File: src/mem_geom_pkg.sv
`default_nettype none

package mem_geom_pkg;

  // logical port counts
  localparam int NUM_WR_PORTS = 2;
  localparam int NUM_RD_PORTS = 2;

  // virtual banks and rows per bank
  localparam int NUM_BANKS = 4;
  localparam int NUM_ROWS = 16;

  localparam int DATA_WIDTH = 32;

  localparam int BANK_BITS = $clog2(NUM_BANKS);
  localparam int ROW_BITS = $clog2(NUM_ROWS);
  localparam int WPORT_BITS = $clog2(NUM_WR_PORTS);

  typedef logic [DATA_WIDTH-1:0] data_t;
  typedef logic [BANK_BITS-1:0] bank_t;
  typedef logic [ROW_BITS-1:0] row_t;

  // write port index, also what the live value table stores
  typedef logic [WPORT_BITS-1:0] wport_t;

endpackage

`default_nettype wire

File: src/mem_phys_pkg.sv
`default_nettype none

package mem_phys_pkg;

  // one SRAM per write port and read port pair
  localparam int NUM_GROUPS = mem_geom_pkg::NUM_WR_PORTS * mem_geom_pkg::NUM_RD_PORTS;

  // bank above row
  localparam int PHYS_ADDR_BITS = mem_geom_pkg::BANK_BITS + mem_geom_pkg::ROW_BITS;

  // writer above bank above row
  localparam int PADR_BITS = mem_geom_pkg::WPORT_BITS + PHYS_ADDR_BITS;

  typedef logic [PHYS_ADDR_BITS-1:0] phys_addr_t;
  typedef logic [PADR_BITS-1:0] padr_t;

  // edges from read strobe to read data at the SRAM
  localparam int DEFAULT_SRAM_DELAY = 2;

endpackage

`default_nettype wire

File: src/sram_if.sv
`timescale 1ns/10ps
`default_nettype none

interface sram_if;
  import mem_geom_pkg::*;
  import mem_phys_pkg::*;

  // write side
  logic write;
  phys_addr_t waddr;
  data_t wdata;

  // read side
  logic read;
  phys_addr_t raddr;
  data_t rdata;

  modport ctrl (
    output write,
    output waddr,
    output wdata,
    output read,
    output raddr,
    input rdata
  );

  modport mem (
    input write,
    input waddr,
    input wdata,
    input read,
    input raddr,
    output rdata
  );

endinterface

`default_nettype wire
File: src/group_wrap.sv
`timescale 1ns/10ps
`default_nettype none

module group_wrap (
  input logic [mem_geom_pkg::NUM_WR_PORTS-1:0] req_write,
  input mem_phys_pkg::phys_addr_t [mem_geom_pkg::NUM_WR_PORTS-1:0] req_waddr,
  input mem_geom_pkg::data_t [mem_geom_pkg::NUM_WR_PORTS-1:0] req_din,
  input logic [mem_geom_pkg::NUM_RD_PORTS-1:0] req_read,
  input mem_phys_pkg::phys_addr_t [mem_geom_pkg::NUM_RD_PORTS-1:0] req_raddr,
  output mem_geom_pkg::data_t [mem_phys_pkg::NUM_GROUPS-1:0] grp_dout,
  sram_if.ctrl grp [mem_phys_pkg::NUM_GROUPS]
);
  import mem_geom_pkg::*;
  import mem_phys_pkg::*;

  // group g pairs write port g / NUM_RD_PORTS with read port g % NUM_RD_PORTS
  for (genvar g = 0; g < NUM_GROUPS; g++) begin : g_grp
    localparam int WP = g / NUM_RD_PORTS;
    localparam int RP = g % NUM_RD_PORTS;

    // each write port lands in one group per read port
    assign grp[g].write = req_write[WP];
    assign grp[g].waddr = req_waddr[WP];
    assign grp[g].wdata = req_din[WP];

    // each read port reads one group per write port
    assign grp[g].read = req_read[RP];
    assign grp[g].raddr = req_raddr[RP];

    assign grp_dout[g] = grp[g].rdata;
  end

endmodule

`default_nettype wire

File: src/live_value_table.sv
`timescale 1ns/10ps
`default_nettype none

module live_value_table (
  input logic clk,
  input logic reset,
  input mem_geom_pkg::bank_t [mem_geom_pkg::NUM_RD_PORTS-1:0] lookup_bank,
  input mem_geom_pkg::row_t [mem_geom_pkg::NUM_RD_PORTS-1:0] lookup_row,
  output mem_geom_pkg::wport_t [mem_geom_pkg::NUM_RD_PORTS-1:0] lookup_writer,
  input logic [mem_geom_pkg::NUM_WR_PORTS-1:0] upd_en,
  input mem_geom_pkg::bank_t [mem_geom_pkg::NUM_WR_PORTS-1:0] upd_bank,
  input mem_geom_pkg::row_t [mem_geom_pkg::NUM_WR_PORTS-1:0] upd_row,
  output logic ready
);
  import mem_geom_pkg::*;

  localparam int NUM_ENTRIES = NUM_BANKS * NUM_ROWS;
  localparam int CNT_BITS = $clog2(NUM_ENTRIES);

  wport_t lvt_mem [NUM_BANKS][NUM_ROWS];

  logic [CNT_BITS-1:0] clr_cnt;
  bank_t clr_bank;
  row_t clr_row;

  assign {clr_bank, clr_row} = clr_cnt;

  // walk every entry once after reset
  always_ff @(posedge clk) begin
    if (reset) begin
      clr_cnt <= '0;
      ready <= 1'b0;
    end else if (!ready) begin
      clr_cnt <= clr_cnt + 1'b1;
      if (clr_cnt == CNT_BITS'(NUM_ENTRIES - 1)) begin
        ready <= 1'b1;
      end
    end
  end

  // later loop iteration wins, so the higher port takes a shared entry
  always_ff @(posedge clk) begin
    if (!ready) begin
      lvt_mem[clr_bank][clr_row] <= '0;
    end else begin
      for (int w = 0; w < NUM_WR_PORTS; w++) begin
        if (upd_en[w]) begin
          lvt_mem[upd_bank[w]][upd_row[w]] <= wport_t'(w);
        end
      end
    end
  end

  // lookup sees the table before this cycle's updates
  always_comb begin
    for (int r = 0; r < NUM_RD_PORTS; r++) begin
      lookup_writer[r] = lvt_mem[lookup_bank[r]][lookup_row[r]];
    end
  end

endmodule

`default_nettype wire

File: src/mrpnwp_top.sv
`timescale 1ns/10ps
`default_nettype none

module mrpnwp_top #(
  parameter int SRAM_DELAY = mem_phys_pkg::DEFAULT_SRAM_DELAY
) (
  input logic clk,
  input logic reset,
  output logic ready,

  input logic [mem_geom_pkg::NUM_WR_PORTS-1:0] write,
  input mem_geom_pkg::bank_t [mem_geom_pkg::NUM_WR_PORTS-1:0] wr_badr,
  input mem_geom_pkg::row_t [mem_geom_pkg::NUM_WR_PORTS-1:0] wr_radr,
  input mem_geom_pkg::data_t [mem_geom_pkg::NUM_WR_PORTS-1:0] din,

  input logic [mem_geom_pkg::NUM_RD_PORTS-1:0] read,
  input mem_geom_pkg::bank_t [mem_geom_pkg::NUM_RD_PORTS-1:0] rd_badr,
  input mem_geom_pkg::row_t [mem_geom_pkg::NUM_RD_PORTS-1:0] rd_radr,
  output logic [mem_geom_pkg::NUM_RD_PORTS-1:0] rd_vld,
  output mem_geom_pkg::data_t [mem_geom_pkg::NUM_RD_PORTS-1:0] rd_dout,
  output mem_phys_pkg::padr_t [mem_geom_pkg::NUM_RD_PORTS-1:0] rd_padr,

  // external SRAMs, one per group
  output logic [mem_phys_pkg::NUM_GROUPS-1:0] t1_write,
  output mem_phys_pkg::phys_addr_t [mem_phys_pkg::NUM_GROUPS-1:0] t1_addr_w,
  output mem_geom_pkg::data_t [mem_phys_pkg::NUM_GROUPS-1:0] t1_din,
  output logic [mem_phys_pkg::NUM_GROUPS-1:0] t1_read,
  output mem_phys_pkg::phys_addr_t [mem_phys_pkg::NUM_GROUPS-1:0] t1_addr_r,
  input mem_geom_pkg::data_t [mem_phys_pkg::NUM_GROUPS-1:0] t1_dout
);
  import mem_geom_pkg::*;
  import mem_phys_pkg::*;

  logic [NUM_WR_PORTS-1:0] req_write;
  phys_addr_t [NUM_WR_PORTS-1:0] req_waddr;
  data_t [NUM_WR_PORTS-1:0] req_din;
  logic [NUM_RD_PORTS-1:0] req_read;
  phys_addr_t [NUM_RD_PORTS-1:0] req_raddr;
  data_t [NUM_GROUPS-1:0] grp_dout;

  sram_if grp_if [NUM_GROUPS] ();

  port_ctrl #(
    .SRAM_DELAY(SRAM_DELAY)
  ) u_port_ctrl (
    .clk(clk),
    .reset(reset),
    .write(write),
    .wr_badr(wr_badr),
    .wr_radr(wr_radr),
    .din(din),
    .read(read),
    .rd_badr(rd_badr),
    .rd_radr(rd_radr),
    .ready(ready),
    .rd_vld(rd_vld),
    .rd_dout(rd_dout),
    .rd_padr(rd_padr),
    .req_write(req_write),
    .req_waddr(req_waddr),
    .req_din(req_din),
    .req_read(req_read),
    .req_raddr(req_raddr),
    .grp_dout(grp_dout)
  );

  group_wrap u_group_wrap (
    .req_write(req_write),
    .req_waddr(req_waddr),
    .req_din(req_din),
    .req_read(req_read),
    .req_raddr(req_raddr),
    .grp_dout(grp_dout),
    .grp(grp_if)
  );

  // group interfaces out to the flat SRAM pins
  for (genvar g = 0; g < NUM_GROUPS; g++) begin : g_t1
    assign t1_write[g] = grp_if[g].write;
    assign t1_addr_w[g] = grp_if[g].waddr;
    assign t1_din[g] = grp_if[g].wdata;
    assign t1_read[g] = grp_if[g].read;
    assign t1_addr_r[g] = grp_if[g].raddr;
    assign grp_if[g].rdata = t1_dout[g];
  end

endmodule

`default_nettype wire

File: src/port_ctrl.sv
`timescale 1ns/10ps
`default_nettype none

module port_ctrl #(
  parameter int SRAM_DELAY = mem_phys_pkg::DEFAULT_SRAM_DELAY
) (
  input logic clk,
  input logic reset,
  input logic [mem_geom_pkg::NUM_WR_PORTS-1:0] write,
  input mem_geom_pkg::bank_t [mem_geom_pkg::NUM_WR_PORTS-1:0] wr_badr,
  input mem_geom_pkg::row_t [mem_geom_pkg::NUM_WR_PORTS-1:0] wr_radr,
  input mem_geom_pkg::data_t [mem_geom_pkg::NUM_WR_PORTS-1:0] din,
  input logic [mem_geom_pkg::NUM_RD_PORTS-1:0] read,
  input mem_geom_pkg::bank_t [mem_geom_pkg::NUM_RD_PORTS-1:0] rd_badr,
  input mem_geom_pkg::row_t [mem_geom_pkg::NUM_RD_PORTS-1:0] rd_radr,
  output logic ready,
  output logic [mem_geom_pkg::NUM_RD_PORTS-1:0] rd_vld,
  output mem_geom_pkg::data_t [mem_geom_pkg::NUM_RD_PORTS-1:0] rd_dout,
  output mem_phys_pkg::padr_t [mem_geom_pkg::NUM_RD_PORTS-1:0] rd_padr,
  output logic [mem_geom_pkg::NUM_WR_PORTS-1:0] req_write,
  output mem_phys_pkg::phys_addr_t [mem_geom_pkg::NUM_WR_PORTS-1:0] req_waddr,
  output mem_geom_pkg::data_t [mem_geom_pkg::NUM_WR_PORTS-1:0] req_din,
  output logic [mem_geom_pkg::NUM_RD_PORTS-1:0] req_read,
  output mem_phys_pkg::phys_addr_t [mem_geom_pkg::NUM_RD_PORTS-1:0] req_raddr,
  input mem_geom_pkg::data_t [mem_phys_pkg::NUM_GROUPS-1:0] grp_dout
);
  import mem_geom_pkg::*;
  import mem_phys_pkg::*;

  localparam int GSEL_BITS = $clog2(NUM_GROUPS);
  localparam int WRITER_LSB = $bits(padr_t) - $bits(wport_t);

  bank_t [NUM_WR_PORTS-1:0] wbank_q;
  row_t [NUM_WR_PORTS-1:0] wrow_q;
  bank_t [NUM_RD_PORTS-1:0] rbank_q;
  row_t [NUM_RD_PORTS-1:0] rrow_q;
  wport_t [NUM_RD_PORTS-1:0] rd_writer;

  // read context, stage 0 loads on the edge the SRAM takes the strobe
  logic [SRAM_DELAY:0] ctx_vld [NUM_RD_PORTS];
  padr_t [SRAM_DELAY:0] ctx_padr [NUM_RD_PORTS];
  logic [GSEL_BITS-1:0] grp_sel [NUM_RD_PORTS];

  // request strobes, dropped until the table is cleared
  always_ff @(posedge clk) begin
    if (reset) begin
      req_write <= '0;
      req_read <= '0;
    end else begin
      req_write <= write & {NUM_WR_PORTS{ready}};
      req_read <= read & {NUM_RD_PORTS{ready}};
    end
  end

  always_ff @(posedge clk) begin
    wbank_q <= wr_badr;
    wrow_q <= wr_radr;
    req_din <= din;
    rbank_q <= rd_badr;
    rrow_q <= rd_radr;
  end

  always_comb begin
    for (int w = 0; w < NUM_WR_PORTS; w++) begin
      req_waddr[w] = {wbank_q[w], wrow_q[w]};
    end
    for (int r = 0; r < NUM_RD_PORTS; r++) begin
      req_raddr[r] = {rbank_q[r], rrow_q[r]};
    end
  end

  // table update lands on the same edge as the SRAM write
  live_value_table u_lvt (
    .clk(clk),
    .reset(reset),
    .lookup_bank(rbank_q),
    .lookup_row(rrow_q),
    .lookup_writer(rd_writer),
    .upd_en(req_write),
    .upd_bank(wbank_q),
    .upd_row(wrow_q),
    .ready(ready)
  );

  always_ff @(posedge clk) begin
    if (reset) begin
      for (int r = 0; r < NUM_RD_PORTS; r++) begin
        ctx_vld[r] <= '0;
      end
    end else begin
      for (int r = 0; r < NUM_RD_PORTS; r++) begin
        for (int i = SRAM_DELAY; i > 0; i--) begin
          ctx_vld[r][i] <= ctx_vld[r][i-1];
        end
        ctx_vld[r][0] <= req_read[r];
      end
    end
  end

  always_ff @(posedge clk) begin
    for (int r = 0; r < NUM_RD_PORTS; r++) begin
      for (int i = SRAM_DELAY; i > 0; i--) begin
        ctx_padr[r][i] <= ctx_padr[r][i-1];
      end
      ctx_padr[r][0] <= {rd_writer[r], rbank_q[r], rrow_q[r]};
    end
  end

  // group of the last writer paired with this read port
  always_comb begin
    for (int r = 0; r < NUM_RD_PORTS; r++) begin
      grp_sel[r] = GSEL_BITS'(
        ctx_padr[r][SRAM_DELAY][WRITER_LSB +: $bits(wport_t)] * NUM_RD_PORTS + r);
    end
  end

  always_ff @(posedge clk) begin
    if (reset) begin
      rd_vld <= '0;
    end else begin
      for (int r = 0; r < NUM_RD_PORTS; r++) begin
        rd_vld[r] <= ctx_vld[r][SRAM_DELAY];
      end
    end
  end

  always_ff @(posedge clk) begin
    for (int r = 0; r < NUM_RD_PORTS; r++) begin
      rd_dout[r] <= grp_dout[grp_sel[r]];
      rd_padr[r] <= ctx_padr[r][SRAM_DELAY];
    end
  end

endmodule

`default_nettype wire

File: config.mk
export PLATFORM = sky130hd
export DESIGN_NAME = mrpnwp_top
export DESIGN_NICKNAME = d
export VERILOG_FILES = /design/src/mem_geom_pkg.sv /design/src/mem_phys_pkg.sv /design/src/sram_if.sv /design/src/group_wrap.sv /design/src/live_value_table.sv /design/src/mrpnwp_top.sv /design/src/port_ctrl.sv
export SDC_FILE = /design/constraint.sdc
export NUM_CORES = 1
export LEC_CHECK = 0
export BUFFER_PORTS_ARGS = -buffer_cell sky130_fd_sc_hd__buf_2
export CAP_MARGIN = 20
export CORE_AREA = 8 8 185 187
export CTS_CLUSTER_DIAMETER = 50
export CTS_CLUSTER_SIZE = 25
export DETAILED_ROUTE_END_ITERATION = 6
export DIE_AREA = 0 0 193 195
export PLACE_DENSITY = 0.63
export SYNTH_ARGS = -nofsm -noshare
export SYNTH_HDL_FRONTEND = slang
export SYNTH_SLANG_ARGS = --single-unit
File: constraint.sdc
create_clock -name clk -period 2.2 [get_ports clk]
set_input_delay 0.11 -clock clk [delete_from_list [all_inputs] [get_ports clk]]
set_output_delay 0.11 -clock clk [all_outputs]
set_load 0.1 [all_outputs]
Word level (Yosys, flattened, before mapping)
Memories as Yosys holds them, arrays and structs flattened. A register that Yosys moved wholly into a read port is not among the register bits.
Index checks and enable logic that the tools add are counted.
Storage, ports and cells
  flip-flop bits (word level): 179
  RAM bits: 112
  memories: 3
Operators by class
  add/subtract/negate cells: 2
  $lt $le $gt $ge: 10
  eq/ne operators: 1
  muxes and demuxes: 37
  bitwise logic cells: 13
  reductions and logical operators: 4
Memories
  u_port_ctrl.u_lvt.lvt_mem: words 4, bits a word 16, read ports 2, clocked after memory_dff 2, wr ports 2, line live_value_table.sv:20  | wport_t lvt_mem [NUM_BANKS][NUM_ROWS];
  u_port_ctrl.ctx_padr: words 2, bits a word 21, read ports 2, clocked after memory_dff 0, wr ports 2, line port_ctrl.sv:41  | padr_t [SRAM_DELAY:0] ctx_padr [NUM_RD_PORTS];
  u_port_ctrl.ctx_vld: words 2, bits a word 3, read ports 2, clocked after memory_dff 0, wr ports 2, line port_ctrl.sv:40  | logic [SRAM_DELAY:0] ctx_vld [NUM_RD_PORTS];
Operator list (number)
  2-to-1 mux 32 bit: 3
  2-to-1 mux 16 bit: 5
  binary-select mux 32 bit (select 2 bit): 1
  greater-or-equal comparator 5 bit (second input constant): 5
  NOT 4 -> 5 bit: 5
  2-to-1 mux 1 bit: 22
  OR reduction 16 bit: 1
  < comparator 5 x 1 -> 1 bit (second input constant): 3
  demux 1 bit (select 4 bit): 3
  binary-select mux 1 bit (select 4 bit): 2
  adder 6 x 1 -> 6 bit (second input constant): 1
  equality test 6 bit (second input constant): 1
  < comparator 2 x 3 -> 1 bit (second input constant): 2
  OR 1 bit: 6
  bitwise AND 2 bit: 2
  logical AND 1 bit: 3
  adder 2 x 1 -> 2 bit (second input constant): 1
  2-to-1 mux 2 bit: 1

Longest topological paths before layout
  depth after elaboration: 8
  gate-level depth with buffers: 7

By module
Synthesis repeated with hierarchy kept, for this count alone.
Second synthesis, totals
  cells, all modules: 1014
  area total of the unflattened synthesis: 11808.8 um^2
Modules (own cells, without submodules)
  port_ctrl: instances 1, cells an instance 305, area each 5581.6 um^2, seq. area each 4404.2 um^2
  live_value_table: instances 1, cells an instance 389, area each 3824.9 um^2, seq. area each 1421.4 um^2
  group_wrap: instances 1, cells an instance 312, area each 2342.2 um^2, seq. area each 0.0 um^2
  mrpnwp_top: instances 1, cells an instance 8, area each 60.1 um^2, seq. area each 0.0 um^2

Worst setup path before layout
No wires, ideal clock.
  kind: reg-to-reg
  start point: register, netlist name t1_addr_r[4]
  end point: memory u_port_ctrl.ctx_padr[0][6] (netlist bit)
  library setup time: 0.129 ns
  arrival: 2.499 ns
  path slack: -0.428 ns
  stages on the path, launching flop included: 8
  path buffers: 2
  period minus slack after synthesis: 2.628 ns
  cells stage by stage: dfxtp_1 -> buf_2 -> buf_4 -> mux4_2 -> o21ai_1 -> o21ai_0 -> a2111oi_0 -> nor2_1
RTL lines (line)
  to (decl): port_ctrl.sv:41

==> results.sh <==
export IMPL_fin_crit_ns=1.98
export IMPL_num_vias=8628
export IMPL_critPathArrivalTime_ns=2.37
export IMPL_use_met3=0.0474
export IMPL_required_ns=2.59
export IMPL_die_h_microns=195
export IMPL_cts_reportedPaths_clkPinSlew_ns=0.08
export IMPL_layout_drive_gt1_share=0.453
export IMPL_cts_buffers=30
export IMPL_met2_usage=0.331
export IMPL_grt_max_degree=34
export IMPL_grt_usage=0.182
export IMPL_crit_fanout=13
export IMPL_ant_nets=0
export IMPL_routedWlPerCell_microns=19.8
export IMPL_synth_warnings=0
export IMPL_drc=0
export IMPL_rsz0062_at_grt="no"
export IMPL_use_met1=0.192
export IMPL_core_area_sq_um=31200
export IMPL_dr_pass1_iters=5
export IMPL_drt_wl_total_mm=36.8
export IMPL_powerDensity_nw_per_um2=966
export IMPL_htreeDepth=1
export IMPL_leakage_nw=6.82
export IMPL_gr_total_overflow=0
export IMPL_regArea_sq_um=5840
export IMPL_cts_tree="built"
export IMPL_switching_share=0.354
export IMPL_synth_fp_nets=1024
export IMPL_fillers=2744
export IMPL_end_kind="flop"
export IMPL_dp_hpwl_mm=26.3
export IMPL_clock_latency_ns=0.56
export IMPL_portBuffers=486
export IMPL_grt_pass1_wl_mm=53.2
export IMPL_clk_path_buf_depth=3
export IMPL_clock_fmax_mhz=505
export IMPL_tightest_slew_ns=0.710
export IMPL_slew_headroom=0.527
export IMPL_ios=487
export IMPL_status="finished clean"
export IMPL_seq_area_frac_synth=0.598
export IMPL_drt_initial_drc_count=355
export IMPL_crit_path_start_kind="flop"
export IMPL_cts_resized=0
export IMPL_setup_viol_count_final=0
export IMPL_slew_viol_final=0
export IMPL_cts_root_buf="clkbuf_16"
export IMPL_synth_edff_count=0
export IMPL_areaGrowthSynthToFinish_pct=57.1
export IMPL_hold_buffers=221
export IMPL_antenna_found_initial=4
export IMPL_maxCapViolations=0
export IMPL_nets=1652
export IMPL_finalWorstSetupSlack_ns=0.221
export IMPL_final_hold_viol_count=0
export IMPL_synth_main_ff_cell="dfxtp_1"
export IMPL_rows=65
export IMPL_final_util=0.490
export IMPL_die_w_microns=193
export IMPL_crit_type="reg -> reg"
export IMPL_yosysUniqueCellTypes=37
export IMPL_multi_input_area_sq_um=3000
export IMPL_switchingPower_mw=5.23
export IMPL_ys_ff_latch=291
export IMPL_postCtsSetupBuffers=0
export IMPL_die_area_sq_um=37600
export IMPL_avgViaCountPerCell=4.65
export IMPL_post_route_period_util=0.899
export IMPL_power_frac_clock=0.386
export IMPL_synth_cells=798
export IMPL_dp_slack_ns=0.296
export IMPL_setup_tns_final_ns=0
export IMPL_initial_core_util=0.312
export IMPL_p_int_mw=9.55
export IMPL_skew_ns=0.0212
export IMPL_p_seq_frac=0.383
export IMPL_hp_class="in -> reg"
export IMPL_asyncSetResetFlopFracSynth=0
export IMPL_combPwrFrac=0.230
export IMPL_routabilityCongestion=0.845
export IMPL_postSynthAreaPerCell_sq_um=12.2
export IMPL_grt_busiest_layer="met2"
export IMPL_synthesis_area_sq_um=9740
export IMPL_peakVddDrop_v=0.000682
export IMPL_cts_sinks=291
export IMPL_grt_pass1_vias=9243
power groups by stage:
stage / registers (mW) / logic (mW) / clock network (mW)
2_1_floorplan: 7.25 / 1.02 / 0
3_3_place_gp: 5.78 / 3.01 / 0
3_5_place_dp: 5.78 / 3.02 / 0
4_1_cts: 5.66 / 3.39 / 5.84
5_1_grt: 5.69 / 3.50 / 6.06
6_report: 5.67 / 3.40 / 5.71
flip-flops by register name (all words and copies together), names as in the netlist:
name / count
u_port_ctrl.req_write: 2
u_port_ctrl.ctx_vld: 6
u_port_ctrl.rd_dout: 64
u_port_ctrl.req_read: 2
u_port_ctrl.u_lvt.lvt_mem: 64
u_port_ctrl.rd_padr: 14
u_port_ctrl.rd_vld: 2
u_port_ctrl.req_waddr: 12
u_port_ctrl.req_din: 64
u_port_ctrl.u_lvt.ready: 1
t1_addr_r: 4
u_port_ctrl.req_raddr: 8
u_port_ctrl.u_lvt.clr_cnt: 6
u_port_ctrl.ctx_padr: 42
kinds of logic (layout without fill, tap and decap cells):
kind of cell	Yosys count	count (layout)	synth area share
other	0	4	0
adders and majority gates	4	4	0.00514
xor gates and xnor gates	5	5	0.00450
AOI/OAI and AO/OA	165	165	0.0920
buffers and inverters	133	785	0.0939
muxes	100	100	0.155
DFF	291	291	0.598
and+or+nand+nor	100	100	0.0515
path summary, 6_finish.rpt:
path | start | end | slack (ns) | depth (start not counted)
worst min-delay path | rd_radr[4] | u_port_ctrl.req_raddr[6] | 0.18 | 2
worst max-delay path | u_port_ctrl.u_lvt.ready | u_port_ctrl.u_lvt.lvt_mem[2][5] | 0.22 | 5
worst max register to register | u_port_ctrl.u_lvt.ready | u_port_ctrl.u_lvt.lvt_mem[2][5] | 0.22 | 5
worst min register to register | u_port_ctrl.ctx_padr[1][3] | u_port_ctrl.ctx_padr[1][10] | 0.32 | 0
cell usage in the layout (no fill, tap or decap), types with 5 or more instances in the layout:
cell type / n
buf_2: 486
dfxtp_1: 283
dlygate4sd3_1: 221
o21ai_0: 131
mux2_2: 64
clkbuf_16: 31
mux4_2: 29
nand2_1: 26
nor2b_1: 20
nor2_1: 18
buf_4: 15
nand3_1: 13
a22oi_1: 9
a31oi_1: 8
a32oi_1: 8
inv_1: 7
clkinv_8: 6
nor3_1: 5
inv_8: 5
dfxtp_2: 5
critical path, cell delays in order (launching register included):
cell and delay, ns:
dfxtp_2 0.48, nand2_1 0.28, nor3b_1 0.46, a32oi_1 0.23, o21ai_0 0.23, o21ai_0 0.12
metal layers:
layer  routed length (microns)  part of all wire
met1                     13200              0.36
met2                     18500              0.50
met4                      1760             0.048
met3                      3320             0.090
met5                         0                 0
cells in the mapped netlist (2+ instances only):
cell | count | area [sq um]
a22oi_1 | 9 | 67.6
a21oi_1 | 4 | 20.0
buf_1 | 9 | 33.8
nor2b_1 | 20 | 125
clkbuf_8 | 3 | 41.3
nor2_1 | 18 | 67.6
mux4_1 | 4 | 105
o21ai_0 | 131 | 656
nand2_1 | 26 | 97.6
nor3b_1 | 4 | 30.0
clkbuf_1 | 12 | 45.0
mux2i_1 | 3 | 30.0
inv_1 | 7 | 26.3
a31oi_1 | 8 | 50.1
a32oi_1 | 8 | 70.1
mux4_2 | 29 | 653
and3_1 | 3 | 18.8
buf_4 | 98 | 736
nand2b_1 | 2 | 12.5
nand4_1 | 2 | 12.5
xor2_1 | 2 | 17.5
and2_1 | 4 | 25.0
buf_6 | 2 | 22.5
nand3_1 | 13 | 65.1
mux2_2 | 64 | 721
dfxtp_1 | 291 | 5830
buf_2 | 2 | 10.0
nor3_1 | 5 | 25.0
ha_1 | 4 | 50.1
o21ai_1 | 2 | 10.0
xnor2_1 | 3 | 26.3
metrics by stage:
| step | hold WS [ns] | std cells | instance area [sq um] | power [mW] |
|---|---|---|---|---|
| floorplan | 0.138 | 798 | 9760 | 8.28 |
| global placement | 0.212 | 1575 | 11900 | 8.79 |
| detailed placement | 0.214 | 1575 | 11900 | 8.80 |
| CTS | 0.153 | 1852 | 15300 | 14.9 |
| global route | 0.165 | 1856 | 15300 | 15.3 |
| finish | 0.182 | 1856 | 15300 | 14.8 |
cell type report:
| class | instances | share of cell area |
|---|---|---|
| multi-input cells | 374 | 0.196 |
| inverters | 7 | 0.00172 |
| clock inverters | 20 | 0.0223 |
| flip-flops and latches | 291 | 0.382 |
| diodes | 4 | 0.000654 |
| clock buffers | 36 | 0.0539 |
| repair buffers | 722 | 0.311 |
| well taps | 402 | 0.0329 |
Power figures use the tool's default switching activity.
